$ cat config.mk
export PLATFORM = sky130hd
export DESIGN_NAME = cluster_periph_top
export DESIGN_NICKNAME = d
export VERILOG_FILES = /design/src/design/cluster_periph_pkg.sv /design/src/design/cluster_periph_top.sv /design/src/design/event_unit.sv /design/src/design/cluster_timer.sv /design/src/design/cluster_ctrl_unit.sv /design/src/design/periph_bus_decoder.sv
export SDC_FILE = /design/constraint.sdc
export NUM_CORES = 1
export LEC_CHECK = 0
export BUFFER_PORTS_ARGS = -buffer_cell sky130_fd_sc_hd__buf_2
export CORE_ASPECT_RATIO = 0.5
export CORE_MARGIN = 8
export CORE_UTILIZATION = 57
export DETAILED_ROUTE_END_ITERATION = 10
export PLACE_DENSITY = 0.81
export SYNTH_ARGS = -nofsm -noshare
export SYNTH_HDL_FRONTEND = slang
export SYNTH_SLANG_ARGS = --single-unit
$ cat constraint.sdc
create_clock -name clk_i -period 5.9 [get_ports clk_i]
set_clock_uncertainty 0.05 [all_clocks]
set_input_delay 1.18 -clock clk_i [delete_from_list [all_inputs] [get_ports clk_i]]
set_output_delay 1.18 -clock clk_i [all_outputs]
set_load 0.05 [all_outputs]
$ cat src/design/cluster_periph_pkg.sv
// cluster peripheral subsystem shared widths, types, address map and register constants
package cluster_periph_pkg;

  localparam int NB_CORES = 4;
  localparam int EVT_W    = 8;

  typedef logic [31:0]         addr_t;
  typedef logic [31:0]         data_t;
  typedef logic [3:0]          be_t;
  typedef logic [NB_CORES-1:0] core_mask_t;
  typedef logic [EVT_W-1:0]    evt_vec_t;
  typedef logic [4:0]          irq_id_t;
  typedef logic [3:0]          reg_off_t;
  typedef logic [1:0]          tgt_t;

  // target field, taken from address bits 11..10
  localparam tgt_t TGT_CTRL  = 2'd0;
  localparam tgt_t TGT_TIMER = 2'd1;
  localparam tgt_t TGT_EU    = 2'd2;
  localparam tgt_t TGT_NONE  = 2'd3;

  localparam data_t UNMAPPED_RDATA = 32'hDEAD_BEEF;
  localparam addr_t BOOT_ADDR_RST  = 32'h1C00_0000;

  // event source positions inside a core's event vector
  localparam int EVT_TIMER_CMP = 0;
  localparam int EVT_TIMER_OVF = 1;
  localparam int EVT_DMA       = 2;
  localparam int EVT_SW        = 3;

  // word offsets per target
  localparam reg_off_t CTRL_OFF_EOC   = 4'h0;
  localparam reg_off_t CTRL_OFF_FETCH = 4'h1;
  localparam reg_off_t CTRL_OFF_BOOT  = 4'h4;
  localparam reg_off_t TIMER_OFF_CFG  = 4'h0;
  localparam reg_off_t TIMER_OFF_CNT  = 4'h1;
  localparam reg_off_t TIMER_OFF_CMP  = 4'h2;
  localparam reg_off_t EU_OFF_MASK    = 4'h0;
  localparam reg_off_t EU_OFF_PEND    = 4'h4;
  localparam reg_off_t EU_OFF_SW      = 4'h5;

  // timer config register bits
  localparam int TIMER_CFG_EN_BIT  = 0;
  localparam int TIMER_CFG_CLR_BIT = 1;

  // merge a bus write into the current register value, byte by byte
  function automatic data_t be_merge(data_t old_val, data_t new_val, be_t be);
    data_t res;
    for (int i = 0; i < 4; i++) begin
      res[8*i +: 8] = be[i] ? new_val[8*i +: 8] : old_val[8*i +: 8];
    end
    return res;
  endfunction

endpackage
$ cat src/design/cluster_periph_top.sv
// cluster peripheral subsystem top, bus decoder with control unit, timer and event unit
module cluster_periph_top (
  input  logic                                                  clk_i,
  input  logic                                                  rst_n_i,
  input  logic                                                  bus_req_i,
  input  cluster_periph_pkg::addr_t                             bus_add_i,
  input  logic                                                  bus_wen_i,
  input  cluster_periph_pkg::data_t                             bus_wdata_i,
  input  cluster_periph_pkg::be_t                               bus_be_i,
  input  logic                                                  fetch_en_i,
  input  cluster_periph_pkg::core_mask_t                        dma_events_i,
  input  cluster_periph_pkg::core_mask_t                        core_busy_i,
  input  cluster_periph_pkg::core_mask_t                        irq_ack_i,
  input  cluster_periph_pkg::irq_id_t [cluster_periph_pkg::NB_CORES-1:0] irq_ack_id_i,
  output logic                                                  bus_gnt_o,
  output logic                                                  bus_r_valid_o,
  output cluster_periph_pkg::data_t                             bus_r_rdata_o,
  output logic                                                  eoc_o,
  output cluster_periph_pkg::core_mask_t                        fetch_enable_o,
  output cluster_periph_pkg::addr_t [cluster_periph_pkg::NB_CORES-1:0] boot_addr_o,
  output cluster_periph_pkg::core_mask_t                        irq_req_o,
  output cluster_periph_pkg::irq_id_t [cluster_periph_pkg::NB_CORES-1:0] irq_id_o,
  output cluster_periph_pkg::core_mask_t                        core_clk_en_o,
  output logic                                                  busy_o
);
  import cluster_periph_pkg::*;

  logic     ctrl_req;
  logic     timer_req;
  logic     eu_req;
  reg_off_t offset;
  data_t    ctrl_rdata;
  data_t    timer_rdata;
  data_t    eu_rdata;
  logic     timer_cmp_evt;
  logic     timer_ovf_evt;

  periph_bus_decoder periph_bus_decoder_i (
    .clk_i         ( clk_i         ),
    .rst_n_i       ( rst_n_i       ),
    .bus_req_i     ( bus_req_i     ),
    .bus_add_i     ( bus_add_i     ),
    .bus_wen_i     ( bus_wen_i     ),
    .ctrl_rdata_i  ( ctrl_rdata    ),
    .timer_rdata_i ( timer_rdata   ),
    .eu_rdata_i    ( eu_rdata      ),
    .bus_gnt_o     ( bus_gnt_o     ),
    .bus_r_valid_o ( bus_r_valid_o ),
    .bus_r_rdata_o ( bus_r_rdata_o ),
    .ctrl_req_o    ( ctrl_req      ),
    .timer_req_o   ( timer_req     ),
    .eu_req_o      ( eu_req        ),
    .offset_o      ( offset        )
  );

  cluster_ctrl_unit cluster_ctrl_unit_i (
    .clk_i          ( clk_i          ),
    .rst_n_i        ( rst_n_i        ),
    .req_i          ( ctrl_req       ),
    .offset_i       ( offset         ),
    .wen_i          ( bus_wen_i      ),
    .wdata_i        ( bus_wdata_i    ),
    .be_i           ( bus_be_i       ),
    .fetch_en_i     ( fetch_en_i     ),
    .rdata_o        ( ctrl_rdata     ),
    .eoc_o          ( eoc_o          ),
    .fetch_enable_o ( fetch_enable_o ),
    .boot_addr_o    ( boot_addr_o    )
  );

  cluster_timer cluster_timer_i (
    .clk_i     ( clk_i         ),
    .rst_n_i   ( rst_n_i       ),
    .req_i     ( timer_req     ),
    .offset_i  ( offset        ),
    .wen_i     ( bus_wen_i     ),
    .wdata_i   ( bus_wdata_i   ),
    .be_i      ( bus_be_i      ),
    .rdata_o   ( timer_rdata   ),
    .cmp_evt_o ( timer_cmp_evt ),
    .ovf_evt_o ( timer_ovf_evt ),
    .busy_o    ( busy_o        )
  );

  event_unit event_unit_i (
    .clk_i           ( clk_i          ),
    .rst_n_i         ( rst_n_i        ),
    .req_i           ( eu_req         ),
    .offset_i        ( offset         ),
    .wen_i           ( bus_wen_i      ),
    .wdata_i         ( bus_wdata_i    ),
    .be_i            ( bus_be_i       ),
    .timer_cmp_evt_i ( timer_cmp_evt  ),
    .timer_ovf_evt_i ( timer_ovf_evt  ),
    .dma_events_i    ( dma_events_i   ),
    .fetch_enable_i  ( fetch_enable_o ),
    .core_busy_i     ( core_busy_i    ),
    .irq_ack_i       ( irq_ack_i      ),
    .irq_ack_id_i    ( irq_ack_id_i   ),
    .rdata_o         ( eu_rdata       ),
    .irq_req_o       ( irq_req_o      ),
    .irq_id_o        ( irq_id_o       ),
    .core_clk_en_o   ( core_clk_en_o  )
  );

endmodule

$ cat src/design/event_unit.sv
// event unit, per-core pending and mask bits, interrupt request and id, core clock gating
module event_unit (
  input  logic                                                  clk_i,
  input  logic                                                  rst_n_i,
  input  logic                                                  req_i,
  input  cluster_periph_pkg::reg_off_t                          offset_i,
  input  logic                                                  wen_i,
  input  cluster_periph_pkg::data_t                             wdata_i,
  input  cluster_periph_pkg::be_t                               be_i,
  input  logic                                                  timer_cmp_evt_i,
  input  logic                                                  timer_ovf_evt_i,
  input  cluster_periph_pkg::core_mask_t                        dma_events_i,
  input  cluster_periph_pkg::core_mask_t                        fetch_enable_i,
  input  cluster_periph_pkg::core_mask_t                        core_busy_i,
  input  cluster_periph_pkg::core_mask_t                        irq_ack_i,
  input  cluster_periph_pkg::irq_id_t [cluster_periph_pkg::NB_CORES-1:0] irq_ack_id_i,
  output cluster_periph_pkg::data_t                             rdata_o,
  output cluster_periph_pkg::core_mask_t                        irq_req_o,
  output cluster_periph_pkg::irq_id_t [cluster_periph_pkg::NB_CORES-1:0] irq_id_o,
  output cluster_periph_pkg::core_mask_t                        core_clk_en_o
);
  import cluster_periph_pkg::*;

  evt_vec_t   mask_q   [NB_CORES];
  evt_vec_t   pend_q   [NB_CORES];
  evt_vec_t   set_vec  [NB_CORES];
  evt_vec_t   clr_vec  [NB_CORES];
  evt_vec_t   act_vec  [NB_CORES];
  core_mask_t sw_set;
  logic       wr_en;
  data_t      rd_word;
  data_t      wr_word;

  assign wr_en = req_i && !wen_i;

  always_comb begin
    rd_word = '0;
    if ({offset_i[3:2], 2'b00} == EU_OFF_MASK) begin
      rd_word[EVT_W-1:0] = mask_q[offset_i[1:0]];
    end else if (offset_i == EU_OFF_PEND) begin
      for (int c = 0; c < NB_CORES; c++) begin
        rd_word[EVT_W*c +: EVT_W] = pend_q[c];
      end
    end
  end

  assign wr_word = be_merge(rd_word, wdata_i, be_i);

  // software event register reads as zero, so the merge keeps only written bytes
  assign sw_set = (wr_en && offset_i == EU_OFF_SW) ? wr_word[NB_CORES-1:0] : '0;

  // event sources and acknowledge per core
  always_comb begin
    for (int c = 0; c < NB_CORES; c++) begin
      set_vec[c]                = '0;
      set_vec[c][EVT_TIMER_CMP] = timer_cmp_evt_i;
      set_vec[c][EVT_TIMER_OVF] = timer_ovf_evt_i;
      set_vec[c][EVT_DMA]       = dma_events_i[c];
      set_vec[c][EVT_SW]        = sw_set[c];
      clr_vec[c]                = '0;
      for (int b = 0; b < EVT_W; b++) begin
        clr_vec[c][b] = irq_ack_i[c] && (irq_ack_id_i[c] == irq_id_t'(b));
      end
    end
  end

  always_ff @(posedge clk_i) begin
    if (!rst_n_i) begin
      for (int c = 0; c < NB_CORES; c++) begin
        mask_q[c] <= '0;
        pend_q[c] <= '0;
      end
    end else begin
      // a new event wins over an acknowledge of the same bit
      for (int c = 0; c < NB_CORES; c++) begin
        pend_q[c] <= (pend_q[c] & ~clr_vec[c]) | set_vec[c];
      end
      if (wr_en && {offset_i[3:2], 2'b00} == EU_OFF_MASK) begin
        mask_q[offset_i[1:0]] <= wr_word[EVT_W-1:0];
      end
    end
  end

  always_ff @(posedge clk_i) begin
    if (req_i) begin
      rdata_o <= rd_word;
    end
  end

  // lowest active index gives the id
  always_comb begin
    for (int c = 0; c < NB_CORES; c++) begin
      act_vec[c]   = pend_q[c] & mask_q[c];
      irq_req_o[c] = |act_vec[c];
      irq_id_o[c]  = '0;
      for (int b = EVT_W - 1; b >= 0; b--) begin
        if (act_vec[c][b]) begin
          irq_id_o[c] = irq_id_t'(b);
        end
      end
    end
  end

  assign core_clk_en_o = fetch_enable_i & (core_busy_i | irq_req_o);

endmodule

$ cat src/design/cluster_timer.sv
// cluster timer, free running cycle counter with compare and overflow events
module cluster_timer (
  input  logic                          clk_i,
  input  logic                          rst_n_i,
  input  logic                          req_i,
  input  cluster_periph_pkg::reg_off_t  offset_i,
  input  logic                          wen_i,
  input  cluster_periph_pkg::data_t     wdata_i,
  input  cluster_periph_pkg::be_t       be_i,
  output cluster_periph_pkg::data_t     rdata_o,
  output logic                          cmp_evt_o,
  output logic                          ovf_evt_o,
  output logic                          busy_o
);
  import cluster_periph_pkg::*;

  logic  en_q;
  logic  clr_q;
  data_t count_q;
  data_t cmp_q;
  logic  cmp_evt_q;
  logic  ovf_evt_q;
  logic  wr_en;
  logic  cmp_hit;
  data_t rd_word;
  data_t wr_word;

  assign wr_en   = req_i && !wen_i;
  assign cmp_hit = en_q && (count_q == cmp_q);

  always_comb begin
    rd_word = '0;
    case (offset_i)
      TIMER_OFF_CFG: begin
        rd_word[TIMER_CFG_EN_BIT]  = en_q;
        rd_word[TIMER_CFG_CLR_BIT] = clr_q;
      end
      TIMER_OFF_CNT: rd_word = count_q;
      TIMER_OFF_CMP: rd_word = cmp_q;
      default:       rd_word = '0;
    endcase
  end

  assign wr_word = be_merge(rd_word, wdata_i, be_i);

  always_ff @(posedge clk_i) begin
    if (!rst_n_i) begin
      en_q      <= 1'b0;
      clr_q     <= 1'b0;
      count_q   <= '0;
      cmp_q     <= '0;
      cmp_evt_q <= 1'b0;
      ovf_evt_q <= 1'b0;
    end else begin
      // events come from the count seen this cycle
      cmp_evt_q <= cmp_hit;
      ovf_evt_q <= en_q && (&count_q);
      if (wr_en && offset_i == TIMER_OFF_CFG) begin
        en_q  <= wr_word[TIMER_CFG_EN_BIT];
        clr_q <= wr_word[TIMER_CFG_CLR_BIT];
      end
      if (wr_en && offset_i == TIMER_OFF_CMP) begin
        cmp_q <= wr_word;
      end
      // a bus write to the counter takes priority over counting
      if (wr_en && offset_i == TIMER_OFF_CNT) begin
        count_q <= wr_word;
      end else if (cmp_hit && clr_q) begin
        count_q <= '0;
      end else if (en_q) begin
        count_q <= count_q + 32'd1;
      end
    end
  end

  always_ff @(posedge clk_i) begin
    if (req_i) begin
      rdata_o <= rd_word;
    end
  end

  assign cmp_evt_o = cmp_evt_q;
  assign ovf_evt_o = ovf_evt_q;
  assign busy_o    = en_q;

endmodule

$ cat src/design/cluster_ctrl_unit.sv
// cluster control unit, end-of-computation flag, fetch enables and boot addresses
module cluster_ctrl_unit (
  input  logic                                                clk_i,
  input  logic                                                rst_n_i,
  input  logic                                                req_i,
  input  cluster_periph_pkg::reg_off_t                        offset_i,
  input  logic                                                wen_i,
  input  cluster_periph_pkg::data_t                           wdata_i,
  input  cluster_periph_pkg::be_t                             be_i,
  input  logic                                                fetch_en_i,
  output cluster_periph_pkg::data_t                           rdata_o,
  output logic                                                eoc_o,
  output cluster_periph_pkg::core_mask_t                      fetch_enable_o,
  output cluster_periph_pkg::addr_t [cluster_periph_pkg::NB_CORES-1:0] boot_addr_o
);
  import cluster_periph_pkg::*;

  logic       eoc_q;
  core_mask_t fetch_en_q;
  addr_t      boot_addr_q [NB_CORES];
  logic       wr_en;
  data_t      rd_word;
  data_t      wr_word;

  assign wr_en = req_i && !wen_i;

  // current value of the addressed register
  always_comb begin
    rd_word = '0;
    if (offset_i == CTRL_OFF_EOC) begin
      rd_word[0] = eoc_q;
    end else if (offset_i == CTRL_OFF_FETCH) begin
      rd_word[NB_CORES-1:0] = fetch_en_q;
    end else if ({offset_i[3:2], 2'b00} == CTRL_OFF_BOOT) begin
      rd_word = boot_addr_q[offset_i[1:0]];
    end
  end

  assign wr_word = be_merge(rd_word, wdata_i, be_i);

  always_ff @(posedge clk_i) begin
    if (!rst_n_i) begin
      eoc_q      <= 1'b0;
      fetch_en_q <= '0;
      for (int c = 0; c < NB_CORES; c++) begin
        boot_addr_q[c] <= BOOT_ADDR_RST;
      end
    end else if (wr_en) begin
      if (offset_i == CTRL_OFF_EOC) begin
        eoc_q <= wr_word[0];
      end else if (offset_i == CTRL_OFF_FETCH) begin
        fetch_en_q <= wr_word[NB_CORES-1:0];
      end else if ({offset_i[3:2], 2'b00} == CTRL_OFF_BOOT) begin
        boot_addr_q[offset_i[1:0]] <= wr_word;
      end
    end
  end

  always_ff @(posedge clk_i) begin
    if (req_i) begin
      rdata_o <= rd_word;
    end
  end

  assign eoc_o = eoc_q;

  // standalone boot input enables every core
  assign fetch_enable_o = fetch_en_q | {NB_CORES{fetch_en_i}};

  always_comb begin
    for (int c = 0; c < NB_CORES; c++) begin
      boot_addr_o[c] = boot_addr_q[c];
    end
  end

endmodule

$ cat src/design/periph_bus_decoder.sv
// peripheral bus decoder, routes requests to the targets and returns the read response
module periph_bus_decoder (
  input  logic                          clk_i,
  input  logic                          rst_n_i,
  input  logic                          bus_req_i,
  input  cluster_periph_pkg::addr_t     bus_add_i,
  input  logic                          bus_wen_i,
  input  cluster_periph_pkg::data_t     ctrl_rdata_i,
  input  cluster_periph_pkg::data_t     timer_rdata_i,
  input  cluster_periph_pkg::data_t     eu_rdata_i,
  output logic                          bus_gnt_o,
  output logic                          bus_r_valid_o,
  output cluster_periph_pkg::data_t     bus_r_rdata_o,
  output logic                          ctrl_req_o,
  output logic                          timer_req_o,
  output logic                          eu_req_o,
  output cluster_periph_pkg::reg_off_t  offset_o
);
  import cluster_periph_pkg::*;

  tgt_t tgt;
  tgt_t rsp_tgt_q;
  logic rsp_valid_q;
  logic rsp_read_q;

  assign tgt      = tgt_t'(bus_add_i[11:10]);
  assign offset_o = reg_off_t'(bus_add_i[5:2]);

  // targets are always ready
  assign bus_gnt_o = bus_req_i;

  assign ctrl_req_o  = bus_req_i && (tgt == TGT_CTRL);
  assign timer_req_o = bus_req_i && (tgt == TGT_TIMER);
  assign eu_req_o    = bus_req_i && (tgt == TGT_EU);

  // remember who answers the request issued this cycle
  always_ff @(posedge clk_i) begin
    if (!rst_n_i) begin
      rsp_valid_q <= 1'b0;
      rsp_read_q  <= 1'b0;
      rsp_tgt_q   <= TGT_NONE;
    end else begin
      rsp_valid_q <= bus_req_i;
      if (bus_req_i) begin
        // wen high marks a read
        rsp_read_q <= bus_wen_i;
        rsp_tgt_q  <= tgt;
      end
    end
  end

  assign bus_r_valid_o = rsp_valid_q;

  // write responses carry zero
  always_comb begin
    bus_r_rdata_o = '0;
    if (rsp_valid_q && rsp_read_q) begin
      case (rsp_tgt_q)
        TGT_CTRL:  bus_r_rdata_o = ctrl_rdata_i;
        TGT_TIMER: bus_r_rdata_o = timer_rdata_i;
        TGT_EU:    bus_r_rdata_o = eu_rdata_i;
        default:   bus_r_rdata_o = UNMAPPED_RDATA;
      endcase
    end
  end

endmodule

==> impl_summary.md, run 1 <==
STA
Setup violations remaining at the end of the flow were counted as 0. Setup slack closes at 1.56 ns. The pin slew with the least headroom to its limit is 1.28 ns.

The final count of pins violating max slew was 0. The post-layout minimum cycle time is 4.34 ns. Setup repair after global routing left no endpoint under its margin. Adding up every negative setup slack in the final design gives 0 ns. The final hold violation count is 0. The achievable frequency is between 0.2 and 0.25 GHz. The final critical-path share of the clock period is 73.5%. The remaining max-slew budget at the tightest pin is 13.6%.

Floorplanning
The overall die area is 0.0372 mm2. The boundary pin count is 301. Measured along the y axis, the die boundary spans 140 um.

The area of the placeable core is 0.0304 mm2. The starting utilization of the core area is 58.0%. The horizontal die dimension is roughly 260 um.

The row count is 45.

Drt
The starting DRC count in detailed routing is about 2000. The sum of routed wire length over all layers is 57500 um. The count of vias placed by the detailed router is 14500.

Using the TritonRoute via totals, the vias-per-cell ratio works out to 6.47. The total DRC errors in the routed layout is 0. The average detailed-routed wire length per instance is roughly 26 um. In this run the remaining antenna-violating nets after routing total 0. The first TritonRoute pass finished after 6 iterations.

Worst setup path
Together, buffers and inverters on the worst path number 2. The sort of element at the end of the critical path is an output port. Data arrives at the worst endpoint at 3.11 ns. Walking the worst path, the cells encountered are buf_4, mux2i_1, nor2_1, a21oi_1, nor2_1, buf_2. The maximum net fanout on the critical path is 16.

Grouping stages by cell kind, the critical path spends the most delay in flip-flops. The slowest stage of the critical path belongs to the cell sky130_fd_sc_hd__dfxtp_1. The dominant cell type by count on the critical path is sky130_fd_sc_hd__nor2_1.

The worst reg-to-reg setup slack is between 2 and 3 ns. The worst setup path is launched from a register. On the worst path, the slowest cell contributes a delay of 1.02 ns. For the worst setup path, the data required time is 4.67 ns.

The path type of the worst setup path is reg2out.

Synth
For this run, asynchronously set or reset flops after synthesis account for 0%. The netlist uses 71 different library cells. The most used flip-flop cell after synthesis is sky130_fd_sc_hd__edfxtp_1. Sorting the synthesized cells by how often they occur yields 274 x sky130_fd_sc_hd__nor2_1, 256 x sky130_fd_sc_hd__edfxtp_1, 124 x sky130_fd_sc_hd__nand2_1.

The post-synthesis instance area is 0.0176 mm2. In this run, synthesis inferred 256 flip-flops with an integrated enable. The share of the synthesized area in the top cell type is 43.6%.

After technology mapping, the gate count stands at approximately 1600. Each instance of the synthesized netlist takes up on average roughly 11 um2. After synthesis, flip-flops and latches occupy 56.0% of the total area.

By area the synthesized netlist is led by sky130_fd_sc_hd__edfxtp_1 44%, sky130_fd_sc_hd__dfxtp_1 12%, sky130_fd_sc_hd__nor2_1 5.8%, sky130_fd_sc_hd__mux4_2 5.1%, sky130_fd_sc_hd__mux2i_1 3.1%. The cell accounting for the most synthesized area is sky130_fd_sc_hd__edfxtp_1. The most numerous cell in the Yosys netlist is sky130_fd_sc_hd__nor2_1. Yosys printed 0 warnings. The number of register bits inferred by synthesis is 365.

Final layout
The layout cell share with drive strength beyond 1 is 23.6%. The synthesis-to-finish area growth is 14.9%. The repair_antennas step left the layout with diodes totalling 0. The number of nets in the layout is 1920.

Job
The tool flagged a number of max-cap violations equal to 0.

Global route
The met1 usage in global routing is 39.3%. The initial antenna violation count was 0. The number of global-route vias before repair is 14000. The global routing usage on met2 is 46.5%. The first global-routing pass estimated 86000 um of wire. Entering global routing, the biggest net connects 72 pins.

The global routing stage identified its most utilized layer as met2. The total overflow left after global routing is 0. The combined global-route utilization of all metal layers is between 20 and 30%. The met3 usage is 8.61%.

Pwr
The overall power is 5.57 mW. The total power divided by cell area is 275 mW/mm2. The leakage power figure is 8.02 nW.

VDD sags by at most 0.000166 V.

Clocking
TritonCTS built the clock tree. For this design, the CTS-stage hold fixing added 0 buffers. The clock tree root buffer cell is sky130_fd_sc_hd__clkbuf_16. Once the clock tree was built, the resizer swapped 0 gates to a different size. The number of CTS-inserted buffers is 34. For this design, the sink count on the clock tree is 365.

After clock tree synthesis, the clock-pin slew on the worst setup and hold paths is 0.07 ns. The clock passes through at most 3 buffers. The clock latency of the later-clocked register in the worst-skew pair is 0.53 ns. In this run the post-CTS setup repair buffer count came out at 0. CTS built an H-tree with a depth of 2.

Placed design
The routability congestion estimate is 0.933. The number of input and output port buffers inserted is 266. The post-DP HPWL is 40000 um.

Timing analysis after detailed placement gives a worst setup slack of 1.78 ns.

Status
The flow ran to the end, and the final reports show no timing, DRC or antenna violations.

Worst hold path
The min-delay analysis places its worst path in the category reg2reg.
==> layout make-up <==
type	instances	area (um2)
clock inverter	12	90.1
tap	399	499
inverter	21	78.8
sequential	365	9870
clock buffer	47	971
multi-input combinational	1098	7210
timing repair buffer	294	1540
fill	2288	10100
==> report_power, final <==
| group | switching (mW) | internal, mW | leakage [nW] |
|---|---|---|---|
| registers | 0.0403 | 2.79 | 3.38 |
| logic | 0.416 | 0.152 | 4.11 |
| clock network | 0.973 | 1.20 | 0.534 |
==> final timing paths <==
path | start | to | cells after the start
hold reg to reg | event_unit_i.pend_q[2][4] | event_unit_i.pend_q[2][4] | 2
hold / removal | event_unit_i.pend_q[2][4] | event_unit_i.pend_q[2][4] | 2
setup reg to reg | cluster_timer_i.count_q[23] | cluster_timer_i.count_q[17] | 6
setup / recovery | periph_bus_decoder_i.rsp_tgt_q[0] | bus_r_rdata_o[22] | 6
==> placed cells by master, fill, tap and decap left out, types with 34 or more instances in the layout <==
master	Yosys	layout
sky130_fd_sc_hd__nor2_1	274	274
sky130_fd_sc_hd__buf_2	15	265
sky130_fd_sc_hd__edfxtp_1	256	256
sky130_fd_sc_hd__nand2_1	124	121
sky130_fd_sc_hd__dfxtp_1	109	109
sky130_fd_sc_hd__a21oi_1	72	72
sky130_fd_sc_hd__mux2i_1	55	55
sky130_fd_sc_hd__nand3_1	41	41
sky130_fd_sc_hd__a22o_1	40	40
sky130_fd_sc_hd__mux4_2	40	40
sky130_fd_sc_hd__nor2b_1	38	37
sky130_fd_sc_hd__clkbuf_16	0	35
sky130_fd_sc_hd__o22ai_1	34	34
==> flip-flops by register name (all words and copies together) (netlist names) <==
signal / flops
cluster_ctrl_unit_i.rdata_o: 32
cluster_timer_i.count_q: 32
periph_bus_decoder_i.rsp_tgt_q: 2
periph_bus_decoder_i.rsp_read_q: 1
event_unit_i.pend_q: 32
cluster_timer_i.ovf_evt_o: 1
cluster_timer_i.rdata_o: 32
cluster_timer_i.clr_q: 1
cluster_timer_i.cmp_q: 32
periph_bus_decoder_i.bus_r_valid_o: 1
event_unit_i.rdata_o: 32
cluster_timer_i.busy_o: 1
cluster_ctrl_unit_i.eoc_o: 1
cluster_ctrl_unit_i.fetch_en_q: 4
cluster_timer_i.cmp_evt_o: 1
event_unit_i.mask_q: 32
cluster_ctrl_unit_i.boot_addr_q: 128
==> routing by layer <==
layer  up-vias  share of wire (%)  wire, um
met2      1059                 45     26000
met4         0                4.1      2340
met5         -                  0         0
li1       6314                  -         -
met1      6927                 37     21400
met3       169                 13      7720
==> tightest hold or removal path: cells and delay by family (launching register included) <==
kind	cells	cell delay (ns)
compound gates	1	0.03
flops	1	0.34
simple gates	1	0.06
==> logic make-up after synthesis <==
logic type	after synthesis	synth area share, %
buf+inv	138	3.53
simple gates	658	18.0
flops	365	56.0
mux	126	10.2
xor+xnor	36	1.79
other cells	1	0.0213
fa+ha+maj	1	0.0709
compound gates	269	10.4
==> stage by stage <==
step / util, % / instance area, um2 / hold WS [ns] / instances
2_1_floorplan: - / 17700 / 0.371 / 1601
3_3_place_gp: 63.2 / 19200 / 0.394 / 2177
3_5_place_dp: 63.2 / 19200 / 0.393 / 2177
4_1_cts: 66.7 / 20300 / 0.414 / 2236
5_1_grt: 66.7 / 20300 / 0.430 / 2236
6_report: 66.7 / 20300 / 0.418 / 2236
No activity file was read; power rests on OpenSTA's default activity.
==> inputs of run 2 (changes only) <==
--- a/config.mk
+++ b/config.mk
@@ -8,9 +8,9 @@
 export BUFFER_PORTS_ARGS = -buffer_cell sky130_fd_sc_hd__buf_2
 export CORE_ASPECT_RATIO = 0.5
 export CORE_MARGIN = 8
-export CORE_UTILIZATION = 57
+export CORE_UTILIZATION = 51
 export DETAILED_ROUTE_END_ITERATION = 10
-export PLACE_DENSITY = 0.81
+export PLACE_DENSITY = 0.76
 export SYNTH_ARGS = -nofsm -noshare
 export SYNTH_HDL_FRONTEND = slang
 export SYNTH_SLANG_ARGS = --single-unit
==> constraint.sdc (replaced) <==
create_clock -name clk_i -period 3.8 [get_ports clk_i]
set_clock_uncertainty 0.05 [all_clocks]
set_input_delay 0.76 -clock clk_i [delete_from_list [all_inputs] [get_ports clk_i]]
set_output_delay 0.76 -clock clk_i [all_outputs]
set_load 0.05 [all_outputs]
==> impl_summary.md, run 2 (synthesis gave the netlist of run 1 again) <==
STA
Setup violations remaining at the end of the flow were counted as 0. Setup total negative slack on the finished layout was measured at 0 ns. The worst path setup slack after routing is about 0.13 ns. The pin slew with the least headroom to its limit is about 1.1 ns.

Setup repair after global routing left no endpoint under its margin. The remaining max-slew budget at the tightest pin is 26.6%. The final hold violation count was 0. The final count of pins violating max slew is 0. After layout, the worst path uses 96.5% of the clock period.

Static timing analysis puts the maximum clock frequency at 0.273 GHz. Counting I/O delays and the setup requirement, the final critical path takes 3.67 ns.

Final layout
Across the whole layout, storage elements account for between 0.009 and 0.01 mm2. More flip-flops sit in one register than any other, and that register is cluster_ctrl_unit_i.boot_addr_q. In the layout the commonest cells are 274 x sky130_fd_sc_hd__nor2_1, 265 x sky130_fd_sc_hd__buf_2, 256 x sky130_fd_sc_hd__edfxtp_1, 121 x sky130_fd_sc_hd__nand2_1, 109 x sky130_fd_sc_hd__dfxtp_1. The layout cell share with drive strength beyond 1 is 24.5%. The final-layout fill cell count is about 2800. For this run, the post-layout net count is 1942. The area of combinational cells with multiple inputs is 0.00722 mm2.

After the flow finishes, the layout carries non-filler instances totaling 2337. The number of flip-flops in the largest register is ~130. Leaving out fill and tap cells, the most frequent cell in the layout is sky130_fd_sc_hd__nor2_1. The area growth from synthesis to layout is 17.0%.

Worst setup path
The worst register-to-register path begins at cluster_timer_i.count_q[23]. The path type of the worst setup path is reg2out. The worst setup path is launched from a register. The worst setup path is captured at an output port. The most numerous cell type found on the critical path is sky130_fd_sc_hd__nor2_1. The slowest stage of the critical path is the sky130_fd_sc_hd__dfxtp_1 cell. The critical path goes through buf_4, mux2i_1, nor2_1, a21oi_1, nor2_1, buf_2. In this run the worst setup path begins at periph_bus_decoder_i.rsp_tgt_q[0]. Data on the critical path is required at its endpoint by 2.99 ns.

In this design, the stage delay of the slowest critical-path cell is 0.79 ns. Data on the critical path arrives at its endpoint at roughly 2.9 ns. The maximum net fanout on the critical path is 11.

Floorplanning
The core region is about 0.034 mm2. The die is 147 um tall. In this run the count of I/O pins placed on the die edge is 301. Once the floorplan was initialized, standard cells occupied 51.4% of the core.

The initialized floorplan defines between 40 and 50 standard-cell rows. Measured along the x axis, the die boundary spans 279 um. The overall die area is 0.0411 mm2.

Placed design
The post-DP HPWL is 41900 um. The number of input and output port buffers inserted is 266. The congestion estimate from routability-driven global placement came to 0.971.

The placed instance count is 2275. The worst setup slack after placement is 0.670 ns.

Drt
Summing over every cut layer, the via total after detailed routing is 14300. After detailed routing, the number of remaining DRC violations is 0. The remaining antenna violation count is 0. The first TritonRoute pass finished after 6 iterations. Using the TritonRoute via totals, the vias-per-cell ratio works out to 6.14. The average detailed-routed wire length per instance is ~25 um. After the first detailed-routing iteration, the DRC count stood at roughly 1800. After detailed routing, the total wire length is ~58000 um.

Clocking
In this run the deepest clock path goes through 3 buffers. The CTS tree is done. The clock tree root buffer cell is sky130_fd_sc_hd__clkbuf_16. The total setup buffers inserted after CTS is 0. The H-tree was split into 2 levels. Clock tree synthesis found a total of 365 sinks. Clock-pin slew was measured on the worst setup and hold paths at about 0.070 ns. The number of CTS-inserted buffers is 34. For the worst-skew pair, the clock arrives at the later sink with an insertion delay of 0.54 ns. The total of cells resized after clock tree synthesis is 0. The number of buffers inserted for hold repair after clock tree synthesis is 0.

Global route
The layer with the highest usage is met2. The wire length of the first global-routing pass is 86100 um. Global routing consumed, on the met2 layer, 43.5% of the routing resources. The number of global-route vias before repair was 14000. The initial antenna violation count was 1.

Global routing consumed, on the met1 layer, between 30 and 40% of the routing resources. Entering global routing, the biggest net connects 72 pins. For met3 alone, demand over resource in global routing was roughly 8.1%. The total congestion overflow after global routing is 0. Across every metal layer, demand over resource in global routing totals 27.0%.

Pwr
The total power divided by cell area is 424 mW/mm2. The leakage power figure is just over 8 nW. Across the VDD grid, the largest voltage drop is 0.000262 V.

Worst hold path
The worst min-delay path startpoint is dma_events_i[0]. The tightest min-delay check is of the in2reg type.

Status
The flow ran to the end, and the final reports show no timing, DRC or antenna violations.

Job
Max-cap violations in this run came to 0.
run 2: cell count changes in the layout (fill, tap and decap cells not counted), sizes merged:
cell      change
clkbuf        -4
clkinvlp      +2
buf          +22
diode         +1
bufinv        +1
clkinv        +3
run 2: cell type report:
cell class	instances	area share, %
diodes	1	0.0121
inverters	21	0.382
clock buffers	43	4.54
multi-input cells	1098	35.0
clock inverters	18	0.716
well taps	475	2.88
repair buffers	316	8.65
flip-flops and latches	365	47.8
run 2: through the flow:
step           util (%)  hold WS [ns]  cell area (um2)  power, mW
2_1_floorplan         -         0.371            17700       5.05
3_3_place_gp       57.0         0.394            19500       5.37
3_5_place_dp       57.0         0.392            19500       5.38
4_1_cts            60.2         0.398            20600       8.74
5_1_grt            60.2         0.414            20600       8.95
6_report           60.2         0.401            20600       8.74
run 2: critical path: cells and delay by family, from the launching register on:
family	cells	cell delay [ns]
multiplexers	1	0.56
AO/OA/AOI/OAI	1	0.26
AND/OR/NAND/NOR	2	0.17
buffers and inverters	2	0.53
flip-flops	1	0.79
run 2: report_power, final:
part / switching [mW] / internal, mW / total [mW] / leakage, nW
sequential: 0.0612 / 4.33 / 4.39 / 3.38
combinational: 0.652 / 0.259 / 0.912 / 4.25
clock: 1.54 / 1.89 / 3.43 / 0.534
run 2: routing by layer:
| layer | wire (um) | vias up |
|---|---|---|
| li1 | - | 6355 |
| met1 | 21800 | 6987 |
| met2 | 26700 | 872 |
| met3 | 6930 | 131 |
| met4 | 2080 | 0 |
| met5 | 0 | - |
run 2: path summary, 6_finish.rpt:
path,endpoint,slack (ns),depth (start not counted)
setup reg to reg,cluster_timer_i.count_q[22],0.97,7
hold / removal,event_unit_i.pend_q[0][2],0.40,3
hold reg to reg,event_unit_i.pend_q[1][5],0.41,2
setup / recovery,bus_r_rdata_o[17],0.13,6
